==> config.mk <==
export PLATFORM = sky130hd
export DESIGN_NAME = dogScene
export DESIGN_NICKNAME = d
export VERILOG_FILES = /design/src/verilog/dogPkg.sv /design/src/verilog/dogControl.sv /design/src/verilog/phaseCounter.sv /design/src/verilog/jumpArc.sv /design/src/verilog/dogPosition.sv /design/src/verilog/dogScene.sv
export SDC_FILE = /design/constraint.sdc
export NUM_CORES = 1
export LEC_CHECK = 0
export BUFFER_PORTS_ARGS = -buffer_cell sky130_fd_sc_hd__buf_4
export CAP_MARGIN = 15
export CORE_MARGIN = 1.5
export CORE_UTILIZATION = 63
export CTS_CLUSTER_DIAMETER = 30
export DETAILED_ROUTE_END_ITERATION = 7
export GPL_TIMING_DRIVEN = 0
export PLACE_DENSITY = 0.85
export SETUP_SLACK_MARGIN = 0.5
export SYNTH_ARGS = -nofsm -noshare
export SYNTH_HDL_FRONTEND = slang
export SYNTH_SLANG_ARGS = --single-unit
==> constraint.sdc <==
create_clock -name ANIM_Clk -period 11.28 [get_ports ANIM_Clk]
set_input_delay 0.564 -clock ANIM_Clk [delete_from_list [all_inputs] [get_ports ANIM_Clk]]
set_output_delay 0.564 -clock ANIM_Clk [all_outputs]
set_load 0.03 [all_outputs]
==> src/verilog/dogPkg.sv <==
package dogPkg;

    // scene states, in the order the intro plays them
    typedef enum logic [3:0]
    {
        Rest,
        Walk1,
        Walk2,
        Walk3,
        Walk4,
        Sniff1,
        Sniff2,
        Surprised,
        Jump1,
        Jump2,
        Hold
    } sceneState_t;

    // selects which limit the phase counter compares against
    typedef enum logic [2:0]
    {
        phWalkLeg1,
        phSniff,
        phWalkLeg2,
        phSurprised,
        phJump1,
        phJump2
    } phase_t;

    // sprite frame codes seen by the renderer
    localparam logic [4:0] FRAME_REST      = 5'd0;
    localparam logic [4:0] FRAME_WALK1     = 5'd1;
    localparam logic [4:0] FRAME_WALK2     = 5'd2;
    localparam logic [4:0] FRAME_WALK3     = 5'd3;
    localparam logic [4:0] FRAME_WALK4     = 5'd4;
    localparam logic [4:0] FRAME_SNIFF1    = 5'd5;
    localparam logic [4:0] FRAME_SNIFF2    = 5'd6;
    localparam logic [4:0] FRAME_SURPRISED = 5'd7;
    localparam logic [4:0] FRAME_JUMP1     = 5'd8;
    localparam logic [4:0] FRAME_JUMP2     = 5'd9;
    localparam logic [4:0] FRAME_HOLD      = 5'd0;  // blank sprite

    localparam logic [9:0] START_X = 10'd11;   // left edge of the field
    localparam logic [9:0] START_Y = 10'd318;  // ground line

    localparam logic [3:0] JUMP_DX    = 4'd6;  // x advance per jump tick
    localparam int         JUMP_TICKS = 5;     // ticks per jump half

    // rise per tick, read forward going up and backward coming down
    localparam logic [3:0] JUMP_RISE [JUMP_TICKS] = '{4'd12, 4'd9, 4'd6, 4'd3, 4'd1};

endpackage

==> src/verilog/dogControl.sv <==
`timescale 1ns/1ns

module dogControl
(
    input  logic            ANIM_Clk,
    input  logic            rst,
    input  logic            replay,     // one tick pulse, only honoured in Hold
    input  logic            phaseEnd,
    output dogPkg::phase_t  phase,
    output logic            phaseClear,
    output logic            phaseCount,
    output logic            walkStep,
    output logic            jumpStep,
    output logic            jumpUp,
    output logic            jumpClear,
    output logic            posLoad,
    output logic [4:0]      frame,
    output logic            sceneDone
);
    import dogPkg::*;

    sceneState_t state;
    sceneState_t nextState;
    logic        legTwo;      // set once the sniff stop has started
    logic        nextLeg;

    // phase of a state, walk legs split by the leg flag
    function automatic phase_t phaseOf(sceneState_t s, logic leg);
        case (s)
            Walk1, Walk2, Walk3, Walk4: phaseOf = leg ? phWalkLeg2 : phWalkLeg1;
            Sniff1, Sniff2:             phaseOf = phSniff;
            Surprised:                  phaseOf = phSurprised;
            Jump1:                      phaseOf = phJump1;
            Jump2, Hold:                phaseOf = phJump2;  // hold parks on the last limit
            default:                    phaseOf = phWalkLeg1;
        endcase
    endfunction

    function automatic logic [4:0] frameOf(sceneState_t s);
        case (s)
            Walk1:     frameOf = FRAME_WALK1;
            Walk2:     frameOf = FRAME_WALK2;
            Walk3:     frameOf = FRAME_WALK3;
            Walk4:     frameOf = FRAME_WALK4;
            Sniff1:    frameOf = FRAME_SNIFF1;
            Sniff2:    frameOf = FRAME_SNIFF2;
            Surprised: frameOf = FRAME_SURPRISED;
            Jump1:     frameOf = FRAME_JUMP1;
            Jump2:     frameOf = FRAME_JUMP2;
            Hold:      frameOf = FRAME_HOLD;
            default:   frameOf = FRAME_REST;
        endcase
    endfunction

    always_comb
    begin
        nextState = state;
        unique case (state)
            Rest:      nextState = Walk1;
            Walk1:     nextState = Walk2;
            Walk2:     nextState = Walk3;
            Walk3:     nextState = Walk4;
            Walk4:
            begin
                if (!phaseEnd)
                    nextState = Walk1;      // another cycle of this leg
                else if (legTwo)
                    nextState = Surprised;
                else
                    nextState = Sniff1;
            end
            Sniff1:    nextState = Sniff2;
            Sniff2:    nextState = phaseEnd ? Walk1 : Sniff1;
            Surprised: if (phaseEnd) nextState = Jump1;
            Jump1:     if (phaseEnd) nextState = Jump2;
            Jump2:     if (phaseEnd) nextState = Hold;
            Hold:      if (replay) nextState = Rest;   // replay elsewhere is dropped
            default:   nextState = Rest;
        endcase
    end

    // leg flag as it will be after this edge
    assign nextLeg = (nextState == Sniff1) ? 1'b1 :
                     (nextState == Rest)   ? 1'b0 : legTwo;

    assign phase      = phaseOf(state, legTwo);
    assign phaseClear = (phaseOf(nextState, nextLeg) != phase);  // new phase begins
    assign phaseCount = nextState inside {Walk4, Sniff2, Surprised, Jump1, Jump2};

    // motion strobes, taken from the state being entered
    assign walkStep  = nextState inside {Walk1, Walk2, Walk3, Walk4};
    assign jumpStep  = nextState inside {Jump1, Jump2};
    assign jumpUp    = (nextState == Jump1);
    assign jumpClear = (nextState == Surprised);  // index back to the top before takeoff
    assign posLoad   = (nextState == Rest);

    always_ff @(posedge ANIM_Clk)
    begin
        if (rst)
        begin
            state     <= Rest;
            legTwo    <= 1'b0;
            frame     <= FRAME_REST;
            sceneDone <= 1'b0;
        end
        else
        begin
            state     <= nextState;
            legTwo    <= nextLeg;
            frame     <= frameOf(nextState);  // frame lines up with the new state
            sceneDone <= (nextState == Hold);
        end
    end

    frameInRange: assert property (@(posedge ANIM_Clk) disable iff (rst)
        frame <= FRAME_JUMP2)
        else $error("frame code %0d out of range", frame);

    stepsExclusive: assert property (@(posedge ANIM_Clk) disable iff (rst)
        !(walkStep && jumpStep))
        else $error("walk and jump strobes together");

    doneOnlyInHold: assert property (@(posedge ANIM_Clk) disable iff (rst)
        sceneDone |-> state == Hold)
        else $error("sceneDone outside Hold");

endmodule

==> src/verilog/phaseCounter.sv <==
`timescale 1ns/1ns

module phaseCounter
#(
    parameter int unsigned WALK_CYCLES    = 4,
    parameter int unsigned SNIFF_ROUNDS   = 3,
    parameter int unsigned SURPRISE_TICKS = 2
)
(
    input  logic           ANIM_Clk,
    input  logic           rst,
    input  dogPkg::phase_t phase,
    input  logic           phaseClear,
    input  logic           phaseCount,
    output logic           phaseEnd
);
    import dogPkg::*;

    logic [3:0] count;  // units done in the active phase, current tick included
    logic [3:0] limit;

    // walk legs count cycles, sniffing counts rounds, the rest count ticks
    function automatic logic [3:0] limitOf(phase_t p);
        case (p)
            phWalkLeg1, phWalkLeg2: limitOf = 4'(WALK_CYCLES);
            phSniff:                limitOf = 4'(SNIFF_ROUNDS);
            phSurprised:            limitOf = 4'(SURPRISE_TICKS);
            default:                limitOf = 4'(JUMP_TICKS);
        endcase
    endfunction

    assign limit    = limitOf(phase);
    assign phaseEnd = (count == limit);

    always_ff @(posedge ANIM_Clk)
    begin
        if (rst)
            count <= 4'd0;
        else if (phaseClear)
            count <= {3'd0, phaseCount};  // first tick of a phase may already count
        else if (phaseCount)
            count <= count + 4'd1;
    end

    countWithinLimit: assert property (@(posedge ANIM_Clk) disable iff (rst)
        count <= limit)
        else $error("phase count %0d passed limit %0d", count, limit);

endmodule

==> src/verilog/jumpArc.sv <==
`timescale 1ns/1ns

module jumpArc
(
    input  logic       ANIM_Clk,
    input  logic       rst,
    input  logic       jumpClear,
    input  logic       jumpStep,
    input  logic       jumpUp,
    output logic [3:0] jumpDx,
    output logic [3:0] jumpDy
);
    import dogPkg::*;

    localparam logic [2:0] LAST_IDX = 3'(JUMP_TICKS - 1);

    logic [2:0] idx;  // table entry used on the next jump tick

    // offsets only while a jump tick is being taken
    assign jumpDx = jumpStep ? JUMP_DX : 4'd0;
    assign jumpDy = jumpStep ? JUMP_RISE[idx] : 4'd0;  // magnitude, sign picked downstream

    always_ff @(posedge ANIM_Clk)
    begin
        if (rst)
            idx <= 3'd0;
        else if (jumpClear)
            idx <= 3'd0;
        else if (jumpStep)
        begin
            if (jumpUp)
            begin
                if (idx != LAST_IDX)
                    idx <= idx + 3'd1;  // stays on the top entry for the first fall tick
            end
            else if (idx != 3'd0)
                idx <= idx - 3'd1;
        end
    end

endmodule

==> src/verilog/dogPosition.sv <==
`timescale 1ns/1ns

module dogPosition
#(
    parameter int unsigned STEP_SIZE = 4
)
(
    input  logic       ANIM_Clk,
    input  logic       rst,
    input  logic       posLoad,
    input  logic       walkStep,
    input  logic       jumpStep,
    input  logic       jumpUp,
    input  logic [3:0] jumpDx,
    input  logic [3:0] jumpDy,
    output logic [9:0] dogX,
    output logic [9:0] dogY
);
    import dogPkg::*;

    localparam logic [9:0] STEP = 10'(STEP_SIZE);

    logic [9:0] dxWide;
    logic [9:0] dyWide;

    assign dxWide = {6'd0, jumpDx};
    assign dyWide = {6'd0, jumpDy};

    always_ff @(posedge ANIM_Clk)
    begin
        if (rst || posLoad)
        begin
            dogX <= START_X;  // back to the start point
            dogY <= START_Y;
        end
        else if (walkStep)
            dogX <= dogX + STEP;
        else if (jumpStep)
        begin
            dogX <= dogX + dxWide;
            if (jumpUp)
                dogY <= dogY - dyWide;  // screen y grows downward
            else
                dogY <= dogY + dyWide;
        end
    end

    xOnScreen: assert property (@(posedge ANIM_Clk) disable iff (rst)
        dogX < 10'd640)
        else $error("dogX %0d off screen", dogX);

    yOnScreen: assert property (@(posedge ANIM_Clk) disable iff (rst)
        dogY < 10'd480)
        else $error("dogY %0d off screen", dogY);

endmodule

==> src/verilog/dogScene.sv <==
`timescale 1ns/1ns

module dogScene
#(
    parameter int unsigned STEP_SIZE      = 4,
    parameter int unsigned WALK_CYCLES    = 4,
    parameter int unsigned SNIFF_ROUNDS   = 3,
    parameter int unsigned SURPRISE_TICKS = 2
)
(
    input  logic       ANIM_Clk,
    input  logic       rst,
    input  logic       replay,
    output logic [9:0] dogX,
    output logic [9:0] dogY,
    output logic [4:0] frame,
    output logic       sceneDone
);
    import dogPkg::*;

    phase_t     phase;
    logic       phaseClear;
    logic       phaseCount;
    logic       phaseEnd;
    logic       walkStep;
    logic       jumpStep;
    logic       jumpUp;
    logic       jumpClear;
    logic       posLoad;
    logic [3:0] jumpDx;
    logic [3:0] jumpDy;

    dogControl control
    (
        .ANIM_Clk   (ANIM_Clk),
        .rst        (rst),
        .replay     (replay),
        .phaseEnd   (phaseEnd),
        .phase      (phase),
        .phaseClear (phaseClear),
        .phaseCount (phaseCount),
        .walkStep   (walkStep),
        .jumpStep   (jumpStep),
        .jumpUp     (jumpUp),
        .jumpClear  (jumpClear),
        .posLoad    (posLoad),
        .frame      (frame),
        .sceneDone  (sceneDone)
    );

    phaseCounter #(
        .WALK_CYCLES    (WALK_CYCLES),
        .SNIFF_ROUNDS   (SNIFF_ROUNDS),
        .SURPRISE_TICKS (SURPRISE_TICKS)
    ) counter
    (
        .ANIM_Clk   (ANIM_Clk),
        .rst        (rst),
        .phase      (phase),
        .phaseClear (phaseClear),
        .phaseCount (phaseCount),
        .phaseEnd   (phaseEnd)
    );

    jumpArc arc
    (
        .ANIM_Clk  (ANIM_Clk),
        .rst       (rst),
        .jumpClear (jumpClear),
        .jumpStep  (jumpStep),
        .jumpUp    (jumpUp),
        .jumpDx    (jumpDx),
        .jumpDy    (jumpDy)
    );

    dogPosition #(
        .STEP_SIZE (STEP_SIZE)
    ) position
    (
        .ANIM_Clk (ANIM_Clk),
        .rst      (rst),
        .posLoad  (posLoad),
        .walkStep (walkStep),
        .jumpStep (jumpStep),
        .jumpUp   (jumpUp),
        .jumpDx   (jumpDx),
        .jumpDy   (jumpDy),
        .dogX     (dogX),
        .dogY     (dogY)
    );

endmodule

==> metrics.txt, run 1 <==
antenna violations before repair 0; Synth Register Bits 36; number of CTS-inserted buffers 5; Net Count, Synth 338; HP Start position.dogY[7]; pwr dens a little under 100 mW/mm^2; ys async rst share 0; crit path DAT 5.35 ns; Setup Viol. Count Final 0; RSZ-0062 raised after global routing false; DPL Wire Length roughly 4300 um; Core Area ~0.0038 mm^2; Post-Syn Instances 317; peak supply drop 0.0987 mV; fill count 271; DIE AREA 0.00445 mm^2; part of the power in registers 0.478; I/O pin total 29; Rel. slew slack 0.470; Worst R2R Path Depth 24; DR vias/cell 6.00; Final Hold Fails 0; post-DR wirelength/cell 14.7 um; diode count 0; Hold Path Class reg -> reg; number of synthesized flops with an enable pin 0; port bufs 26; Nets approximately 370; DRC violations left 0; final setup margin 6.16 ns; Netlist Area Pre-Place ~0.0026 mm^2; Unique masters post-synth 60; H-tree levels 2; Final Critical Period approximately 5 ns; placer congestion estimate between 0.8 and 0.9; Worst Skew between 0.007 and 0.008 ns; GR Overflow Total 0; final setup TNS 0 ns; Root Driver clkbuf_8; flop2flop setup slack 6.16 ns; Crit. End Element flip-flop; most frequent cells in the layout nand2_1 (36), dfxtp_1 (36), buf_4 (29); Synth Flop Type dfxtp_1; Die Wd roughly 67 um; RR Endpoint position.dogY[6]; Avg Inst Size Synth ~8 um^2; vias in the first global route 2103; outcome completed; starting density of the core 0.678; # clock sinks 36; Worst Hold Depth 2; FP Rows 22; internal power roughly 0.20 mW; hold_buf cts 0; reg-to-reg startpoint control.state[1]; Slew @ Worst Pin 0.791 ns; post-place setup slack between 6 and 7 ns; required arrival time at the worst endpoint 11.50 ns; clock share of power 0.353; Total GRT Usage 0.280; synth warn 0; Skew-Pair Late Insertion Delay 0.29 ns; Total Wirelength 5860 um; fin crit share 0.454; LEAKAGE 1.22 nW; Clock Path Buffers 2; first-pass GRT wire length 9470 um; 1st-iter DRT viols around 190; Slew Limit Fails 0; fmax 195 MHz; largest net degree at the start of global routing 13; post-route ant nets 0; crit path max fanout 10; Post-CTS Setup Bufs 0; switching power ~0.085 mW; Logic pwr share 0.170; die height approximately 67 um; vias between 2000 and 2500; share of cells above drive strength 1 0.174; Max Cap Viol 0; clock-pin slew on the worst setup and hold paths 0.08 ns; crit path kind reg -> reg; switching share of power 0.301; register area share after synthesis 0.282; CP startpoint kind flip-flop; CTS tree done; Area Growth Syn to Fin 13.8%; Pre-antenna DRT Iters 4; cts repair resizes 0; Hold EP position.dogY[7]
logic make-up (layout without fill, tap and decap cells):
| logic type | Yosys count | in the layout | synth area share |
|---|---|---|---|
| compound gates | 93 | 93 | 0.258 |
| xor+xnor | 13 | 13 | 0.0446 |
| fa+ha+maj | 18 | 18 | 0.0970 |
| buf+inv | 30 | 64 | 0.0563 |
| flops | 36 | 36 | 0.282 |
| mux | 4 | 4 | 0.0157 |
| other cells | 2 | 2 | 0.00294 |
| simple gates | 121 | 121 | 0.244 |
power groups by stage:
stage,combinational [mW],clock (mW),sequential [mW]
after floorplan,0.0306,0,0.142
after global placement,0.0461,0,0.138
after detailed placement,0.0474,0,0.138
after CTS,0.0476,0.101,0.135
after global routing,0.0521,0.106,0.136
final,0.0479,0.0996,0.135
routing by layer:
metal	vias to the layer above	wire length, um	track usage
met5	-	0	0
met4	0	73	0.0791
met3	7	308	0.0574
met2	62	2750	0.459
met1	1123	2730	0.371
li1	1201	-	-
cells in the mapped netlist, types with 6 or more instances:
library cell  instances  area share
a211oi_1              7       0.021
nand2b_1              7       0.017
dfxtp_1              36        0.28
a21oi_1              19       0.037
ha_1                 15       0.073
nor2b_1               6       0.015
buf_2                 9       0.018
nor2_1               26       0.038
o21ai_0              26       0.051
xnor2_1              10       0.034
or3_1                 8       0.020
nor3_1               10       0.020
o211ai_1              6       0.018
nand3_1               7       0.014
inv_1                12       0.018
nand2_1              36       0.053
worst max path at each step:
stage,cells after the start,startpoint,endpoint,slack (ns)
2_1_floorplan,23,counter.count[1],position.dogY[9],6.94
3_3_place_gp,22,control.state[1],position.dogY[9],6.35
3_5_place_dp,23,control.state[1],position.dogY[9],6.30
4_1_cts,23,control.state[1],position.dogY[9],6.22
5_1_grt,24,control.state[1],position.dogY[6],5.71
6_report,24,control.state[1],position.dogY[6],6.16
worst max-delay path: stages, from the launching register on:
cell,delay [ns]
dfxtp_1,0.31
clkbuf_2,0.16
buf_2,0.23
nand2_1,0.12
nor4_1,0.52
a31oi_1,0.29
nor3_4,0.41
inv_1,0.13
buf_2,0.20
buf_2,0.21
nor2_1,0.11
nand2_1,0.06
ha_1,0.24
inv_1,0.07
a21oi_1,0.06
a211o_1,0.27
ha_1,0.31
nor2b_1,0.16
o21ai_0,0.21
a21boi_0,0.13
o21ai_0,0.26
nor2b_1,0.21
xnor2_1,0.14
nand2_1,0.08
a21oi_1,0.15
cell type report:
cell class | instances | area (um^2) | share of cell area
multi-input cells | 251 | 1690 | 0.581
flip-flops and latches | 36 | 721 | 0.248
inverters | 12 | 45.0 | 0.0155
plain buffers | 18 | 98.8 | 0.0340
repair buffers | 26 | 195 | 0.0671
clock inverters | 2 | 15.0 | 0.00516
well taps | 48 | 60.1 | 0.0207
clock buffers | 6 | 82.6 | 0.0284
sequential cells by signal (all words and copies together), names as in the netlist:
signal and flops:
position.dogY 10, counter.count 4, control.frame 4, position.dogX 9
control.legTwo 1, arc.idx 3, control.sceneDone 1, control.state 4
stage by stage:
stage / utilization / hold slack (ns) / power [mW] / instances / instance area, um^2
detailed placement: 0.745 / 0.480 / 0.185 / 391 / 2810
global placement: 0.745 / 0.462 / 0.184 / 391 / 2810
CTS: 0.771 / 0.493 / 0.283 / 399 / 2910
global route: 0.771 / 0.527 / 0.293 / 399 / 2910
finish: 0.771 / 0.499 / 0.282 / 399 / 2910
floorplan: - / 0.477 / 0.172 / 317 / 2550
No activity file was read; power rests on OpenSTA's default activity.
==> run 2: changes to the inputs <==
--- a/config.mk
+++ b/config.mk
@@ -8,11 +8,11 @@
 export BUFFER_PORTS_ARGS = -buffer_cell sky130_fd_sc_hd__buf_4
 export CAP_MARGIN = 15
 export CORE_MARGIN = 1.5
-export CORE_UTILIZATION = 63
+export CORE_UTILIZATION = 53
 export CTS_CLUSTER_DIAMETER = 30
 export DETAILED_ROUTE_END_ITERATION = 7
 export GPL_TIMING_DRIVEN = 0
-export PLACE_DENSITY = 0.85
+export PLACE_DENSITY = 0.76
 export SETUP_SLACK_MARGIN = 0.5
 export SYNTH_ARGS = -nofsm -noshare
 export SYNTH_HDL_FRONTEND = slang
==> constraint.sdc (replaced) <==
create_clock -name ANIM_Clk -period 4.5 [get_ports ANIM_Clk]
set_input_delay 0.225 -clock ANIM_Clk [delete_from_list [all_inputs] [get_ports ANIM_Clk]]
set_output_delay 0.225 -clock ANIM_Clk [all_outputs]
set_load 0.03 [all_outputs]
==> metrics.txt, run 2 (synthesis results as in run 1) <==
antenna violations before repair 0; Total GRT Usage 0.298; Rel. slew slack 0.603; H-tree levels 2; clock-pin slew on the worst setup and hold paths 0.08 ns; post-route ant nets 0; pwr dens 206 mW/mm^2; crit path kind reg -> reg; Placed Cells 397; Area Growth Syn to Fin 40.8%; post-DR wirelength/cell 19.3 um; Total Wirelength approximately 8700 um; max reg flops 10; 1st-iter DRT viols 329; Die Wd around 72 um; DRC violations left 0; required arrival time at the worst endpoint around 4.7 ns; DIE AREA 0.00525 mm^2; met3 wire length approximately 680 um; Root Driver clkbuf_8; Final Hold Fails 0; die height between 70 and 80 um; LEAKAGE 1.54 nW; Setup Viol. Count Final 1; number of CTS-inserted buffers 5; FP Rows 25; most frequent cells in the layout buf_4 (51), nand2_1 (33), dfxtp_1 (31); vias in the first global route 2550; # clock sinks 36; DPL Wire Length 4280 um; Hold WS 0.280 ns; fill count between 200 and 300; CTS tree done; RSZ-0062 raised after global routing true; DR vias/cell roughly 6.5; crit path max fanout 10; Skew-Pair Late Insertion Delay about 0.30 ns; final setup margin -0.0190 ns; Post-Layout Cell Count 449; max layer used met4; DRT met1 WL 3360 um; vias approximately 2900; Largest regs position.dogY x10, position.dogX x9; Crit. End Element flip-flop; I/O pin total 29; Hold Path Class in -> reg; register name with the most flops position.dogY; Core Area 0.00469 mm^2; placer congestion estimate about 0.89; first-pass GRT wire length 12200 um; Nets 416; violated checks negative setup slack; commonest non-fill, non-tap cell in the layout buf_4; CP startpoint kind flip-flop; fin crit share 1.00; diode count 0; Pre-antenna DRT Iters 5; Final Critical Period 4.52 ns; final setup TNS -0.0190 ns; GR Overflow Total 0; Worst Skew 0.00776 ns; port bufs 26; metal2 WL 4200 um; peak supply drop 0.158 mV; Slew Limit Fails 0; Clock Path Buffers 2; Slew @ Worst Pin 0.595 ns; fmax about 220 MHz; starting density of the core 0.545; largest net degree at the start of global routing 13; Max Cap Viol 0; crit path DAT 4.75 ns; outcome finished, violations left; share of cells above drive strength 1 0.359
[run 2: layout make-up]
cell class	instances	area, um^2	area share
Buffer	18	138	0.0383
Timing Repair Buffer	71	619	0.172
Inverter	12	45.0	0.0125
Tap cell	54	67.6	0.0188
Sequential cell	36	732	0.203
Multi-Input combinational cell	251	1900	0.528
Clock buffer	7	96.3	0.0268
[run 2: where the power goes]
group          leakage (nW)  internal (mW)  switching, mW
combinational          1.19         0.0529         0.0878
sequential            0.295          0.327         0.0126
clock                0.0503          0.137          0.125
total                  1.54          0.516          0.225
[run 2: timing repair]
action | in CTS | in global routing
pin swaps | 17 | 26
setup endpoints to repair | 6 | 7
buffers inserted | 37 | 8
resized for setup | 32 | 44
hold buffers | 0 | 0
gates cloned | 0 | 0
[run 2: per-stage QoR]
step           area (um^2)  utilization  power [mW]  worst slack, ns
2_1_floorplan         2600            -       0.434            0.348
3_3_place_gp          2870        0.611       0.463           -0.184
3_5_place_dp          2870        0.611       0.465           -0.197
4_1_cts               3350        0.714       0.726            0.244
5_1_grt               3600        0.767       0.761           -0.189
6_report              3600        0.767       0.741          -0.0190
[run 2: worst paths after layout]
check,start,end,slack (ns),depth (start not counted)
worst max-delay path,control.state[0],position.dogY[9],-0.02,20
worst min-delay path,rst,control.state[1],0.28,3
worst min register to register,position.dogX[9],position.dogX[9],0.50,2
worst max register to register,control.state[0],position.dogY[9],-0.02,20
[run 2: per-layer routing]
metal,global-route usage,vias up
li1,-,1297
met1,0.370,1359
met2,0.493,192
met3,0.0597,55
met4,0.145,0
met5,0,-
[run 2: critical path, cell delays in order (launching register included)]
cell	delay, ns
dfxtp_4	0.43
buf_2	0.21
nand2_1	0.18
nor4_4	0.42
a31oi_4	0.12
nor3_4	0.30
inv_2	0.09
buf_6	0.14
buf_6	0.12
buf_4	0.15
a211oi_1	0.25
o21ai_1	0.19
ha_1	0.46
nand3_1	0.13
nand2_1	0.14
nor2_1	0.06
a211o_1	0.30
o21ai_2	0.16
xnor2_1	0.12
or3_1	0.36
a21oi_2	0.12
==> run 3: changes to the inputs <==
--- a/config.mk
+++ b/config.mk
@@ -7,12 +7,14 @@
 export LEC_CHECK = 0
 export BUFFER_PORTS_ARGS = -buffer_cell sky130_fd_sc_hd__buf_4
 export CAP_MARGIN = 15
+export CELL_PAD_IN_SITES_DETAIL_PLACEMENT = 0
+export CELL_PAD_IN_SITES_GLOBAL_PLACEMENT = 2
 export CORE_MARGIN = 1.5
-export CORE_UTILIZATION = 53
+export CORE_UTILIZATION = 31
 export CTS_CLUSTER_DIAMETER = 30
 export DETAILED_ROUTE_END_ITERATION = 7
 export GPL_TIMING_DRIVEN = 0
-export PLACE_DENSITY = 0.76
+export PLACE_DENSITY_LB_ADDON = 0.1
 export SETUP_SLACK_MARGIN = 0.5
 export SYNTH_ARGS = -nofsm -noshare
 export SYNTH_HDL_FRONTEND = slang
==> metrics.txt, run 3 (synthesis results as in run 1) <==
antenna violations before repair 0; Total GRT Usage 0.172; CP startpoint kind flip-flop; Crit. End Element flip-flop; Pre-antenna DRT Iters 4; Max Cap Viol 0; Hold Path Class in -> reg; crit path DAT approximately 4.5 ns; crit path kind reg -> reg; Clock Path Buffers 2; Placed Area just under 0.003 mm^2; Core Area between 0.007 and 0.008 mm^2; post-DR wirelength/cell 15.1 um; Largest regs position.dogY x10, position.dogX x9; share of cells above drive strength 1 0.323; Area Growth Syn to Fin 37.8%; post-route ant nets 0; Final Util 0.449; Final Critical Period 4.28 ns; multi-input combinational cell area 0.00184 mm^2; fmax 234 MHz; met3 usage in global routing 0.0299; 1st-iter DRT viols 74; register name with the most flops position.dogY; fin crit share 0.950; DPL Wire Length 5130 um; Die Wd 93.8 um; most frequent cells in the layout buf_4 (50), nand2_1 (34), dfxtp_1 (31); commonest non-fill, non-tap cell in the layout buf_4; vias in the first global route 2322; number of CTS-inserted buffers 5; Final Power 0.736 mW; vias 2537; layer with the highest usage met2; Worst Skew 0.00600 ns; final setup TNS 0 ns; die height roughly 94 um; post-route cell area 0.00352 mm^2; peak supply drop ~0.15 mV; diode count 0; I/O pin total 29; outcome completed; H-tree levels 2; GRT met2 Usage 0.284; RSZ-0062 raised after global routing true; LEAKAGE 1.49 nW; GR Overflow Total 0; Max stage delay on crit path 0.35 ns; Slew Limit Fails 0; largest net degree at the start of global routing 13; final setup margin about 0.22 ns; Slowest cell on crit path or3_1; Skew-Pair Late Insertion Delay 0.29 ns; FP Rows 32; Register Area 729 um^2; Final Hold Fails 0; Rel. slew slack 0.623; starting density of the core 0.326; DRC violations left 0; Root Driver clkbuf_8; post-place setup slack -0.250 ns; max reg flops 10; pwr dens 209 mW/mm^2; CTS tree done; DR vias/cell 5.19; clock-pin slew on the worst setup and hold paths 0.08 ns; Nets 408; crit path max fanout 7; fill count 838; port bufs 26; placer congestion estimate 0.749; required arrival time at the worst endpoint 4.72 ns; Setup Viol. Count Final 0; first-pass GRT wire length 11700 um; DIE AREA 0.00880 mm^2; Total Wirelength roughly 7400 um; Slew @ Worst Pin around 0.57 ns; GRT met1 Usage 0.232; # clock sinks 36; CP dominant cell by count buf_6; hold_buf cts 0
## run 3: changes by cell type in the layout (fill, tap and decap cells not counted), sizes merged
cell,delta
buf,-9
clkbuf,+1
## run 3: power breakdown
group	switching [mW]	leakage, nW	internal (mW)
logic	0.0829	1.15	0.0532
clock network	0.123	0.0503	0.137
registers	0.0126	0.294	0.327
## run 3: worst paths after layout
check	start	endpoint	slack, ns	cells after the start
max	control.state[1]	position.dogY[9]	0.22	29
min	rst	control.state[1]	0.30	3
max reg2reg	control.state[1]	position.dogY[9]	0.22	29
min reg2reg	position.dogY[6]	position.dogY[6]	0.49	2
## run 3: per-stage QoR
| stage | cells | hold slack (ns) |
|---|---|---|
| floorplan | 317 | 0.406 |
| global placement | 445 | 0.472 |
| global route | 489 | 0.313 |
| CTS | 487 | 0.298 |
| finish | 489 | 0.296 |
| detailed placement | 445 | 0.479 |
## run 3: area by class of cell
cell class                      count  share of cell area
Timing Repair Buffer               63               0.150
Multi-Input combinational cell    251               0.524
Buffer                             18              0.0419
Inverter                           12              0.0128
Sequential cell                    36               0.207
Clock buffer                        7              0.0274
Tap cell                          102              0.0363
## run 3: per-layer routing
| layer | part of all wire | wire (um) |
|---|---|---|
| met5 | 0 | 0 |
| met1 | 0.48 | 3580 |
| met2 | 0.47 | 3460 |
| met4 | 0.014 | 105 |
| met3 | 0.032 | 235 |
## run 3: repair_timing
action	in CTS	in global routing
gates resized for setup	27	33
setup endpoints to repair	7	7
pin swaps	19	22
setup buffers	35	2
## run 3: worst max-delay path: cells and delay by family (launching register included)
family	cells	cell delay [ns]
and+or+nand+nor	3	0.64
DFF	1	0.33
AOI/OAI and AO/OA	4	0.83
buffers and inverters	22	2.36
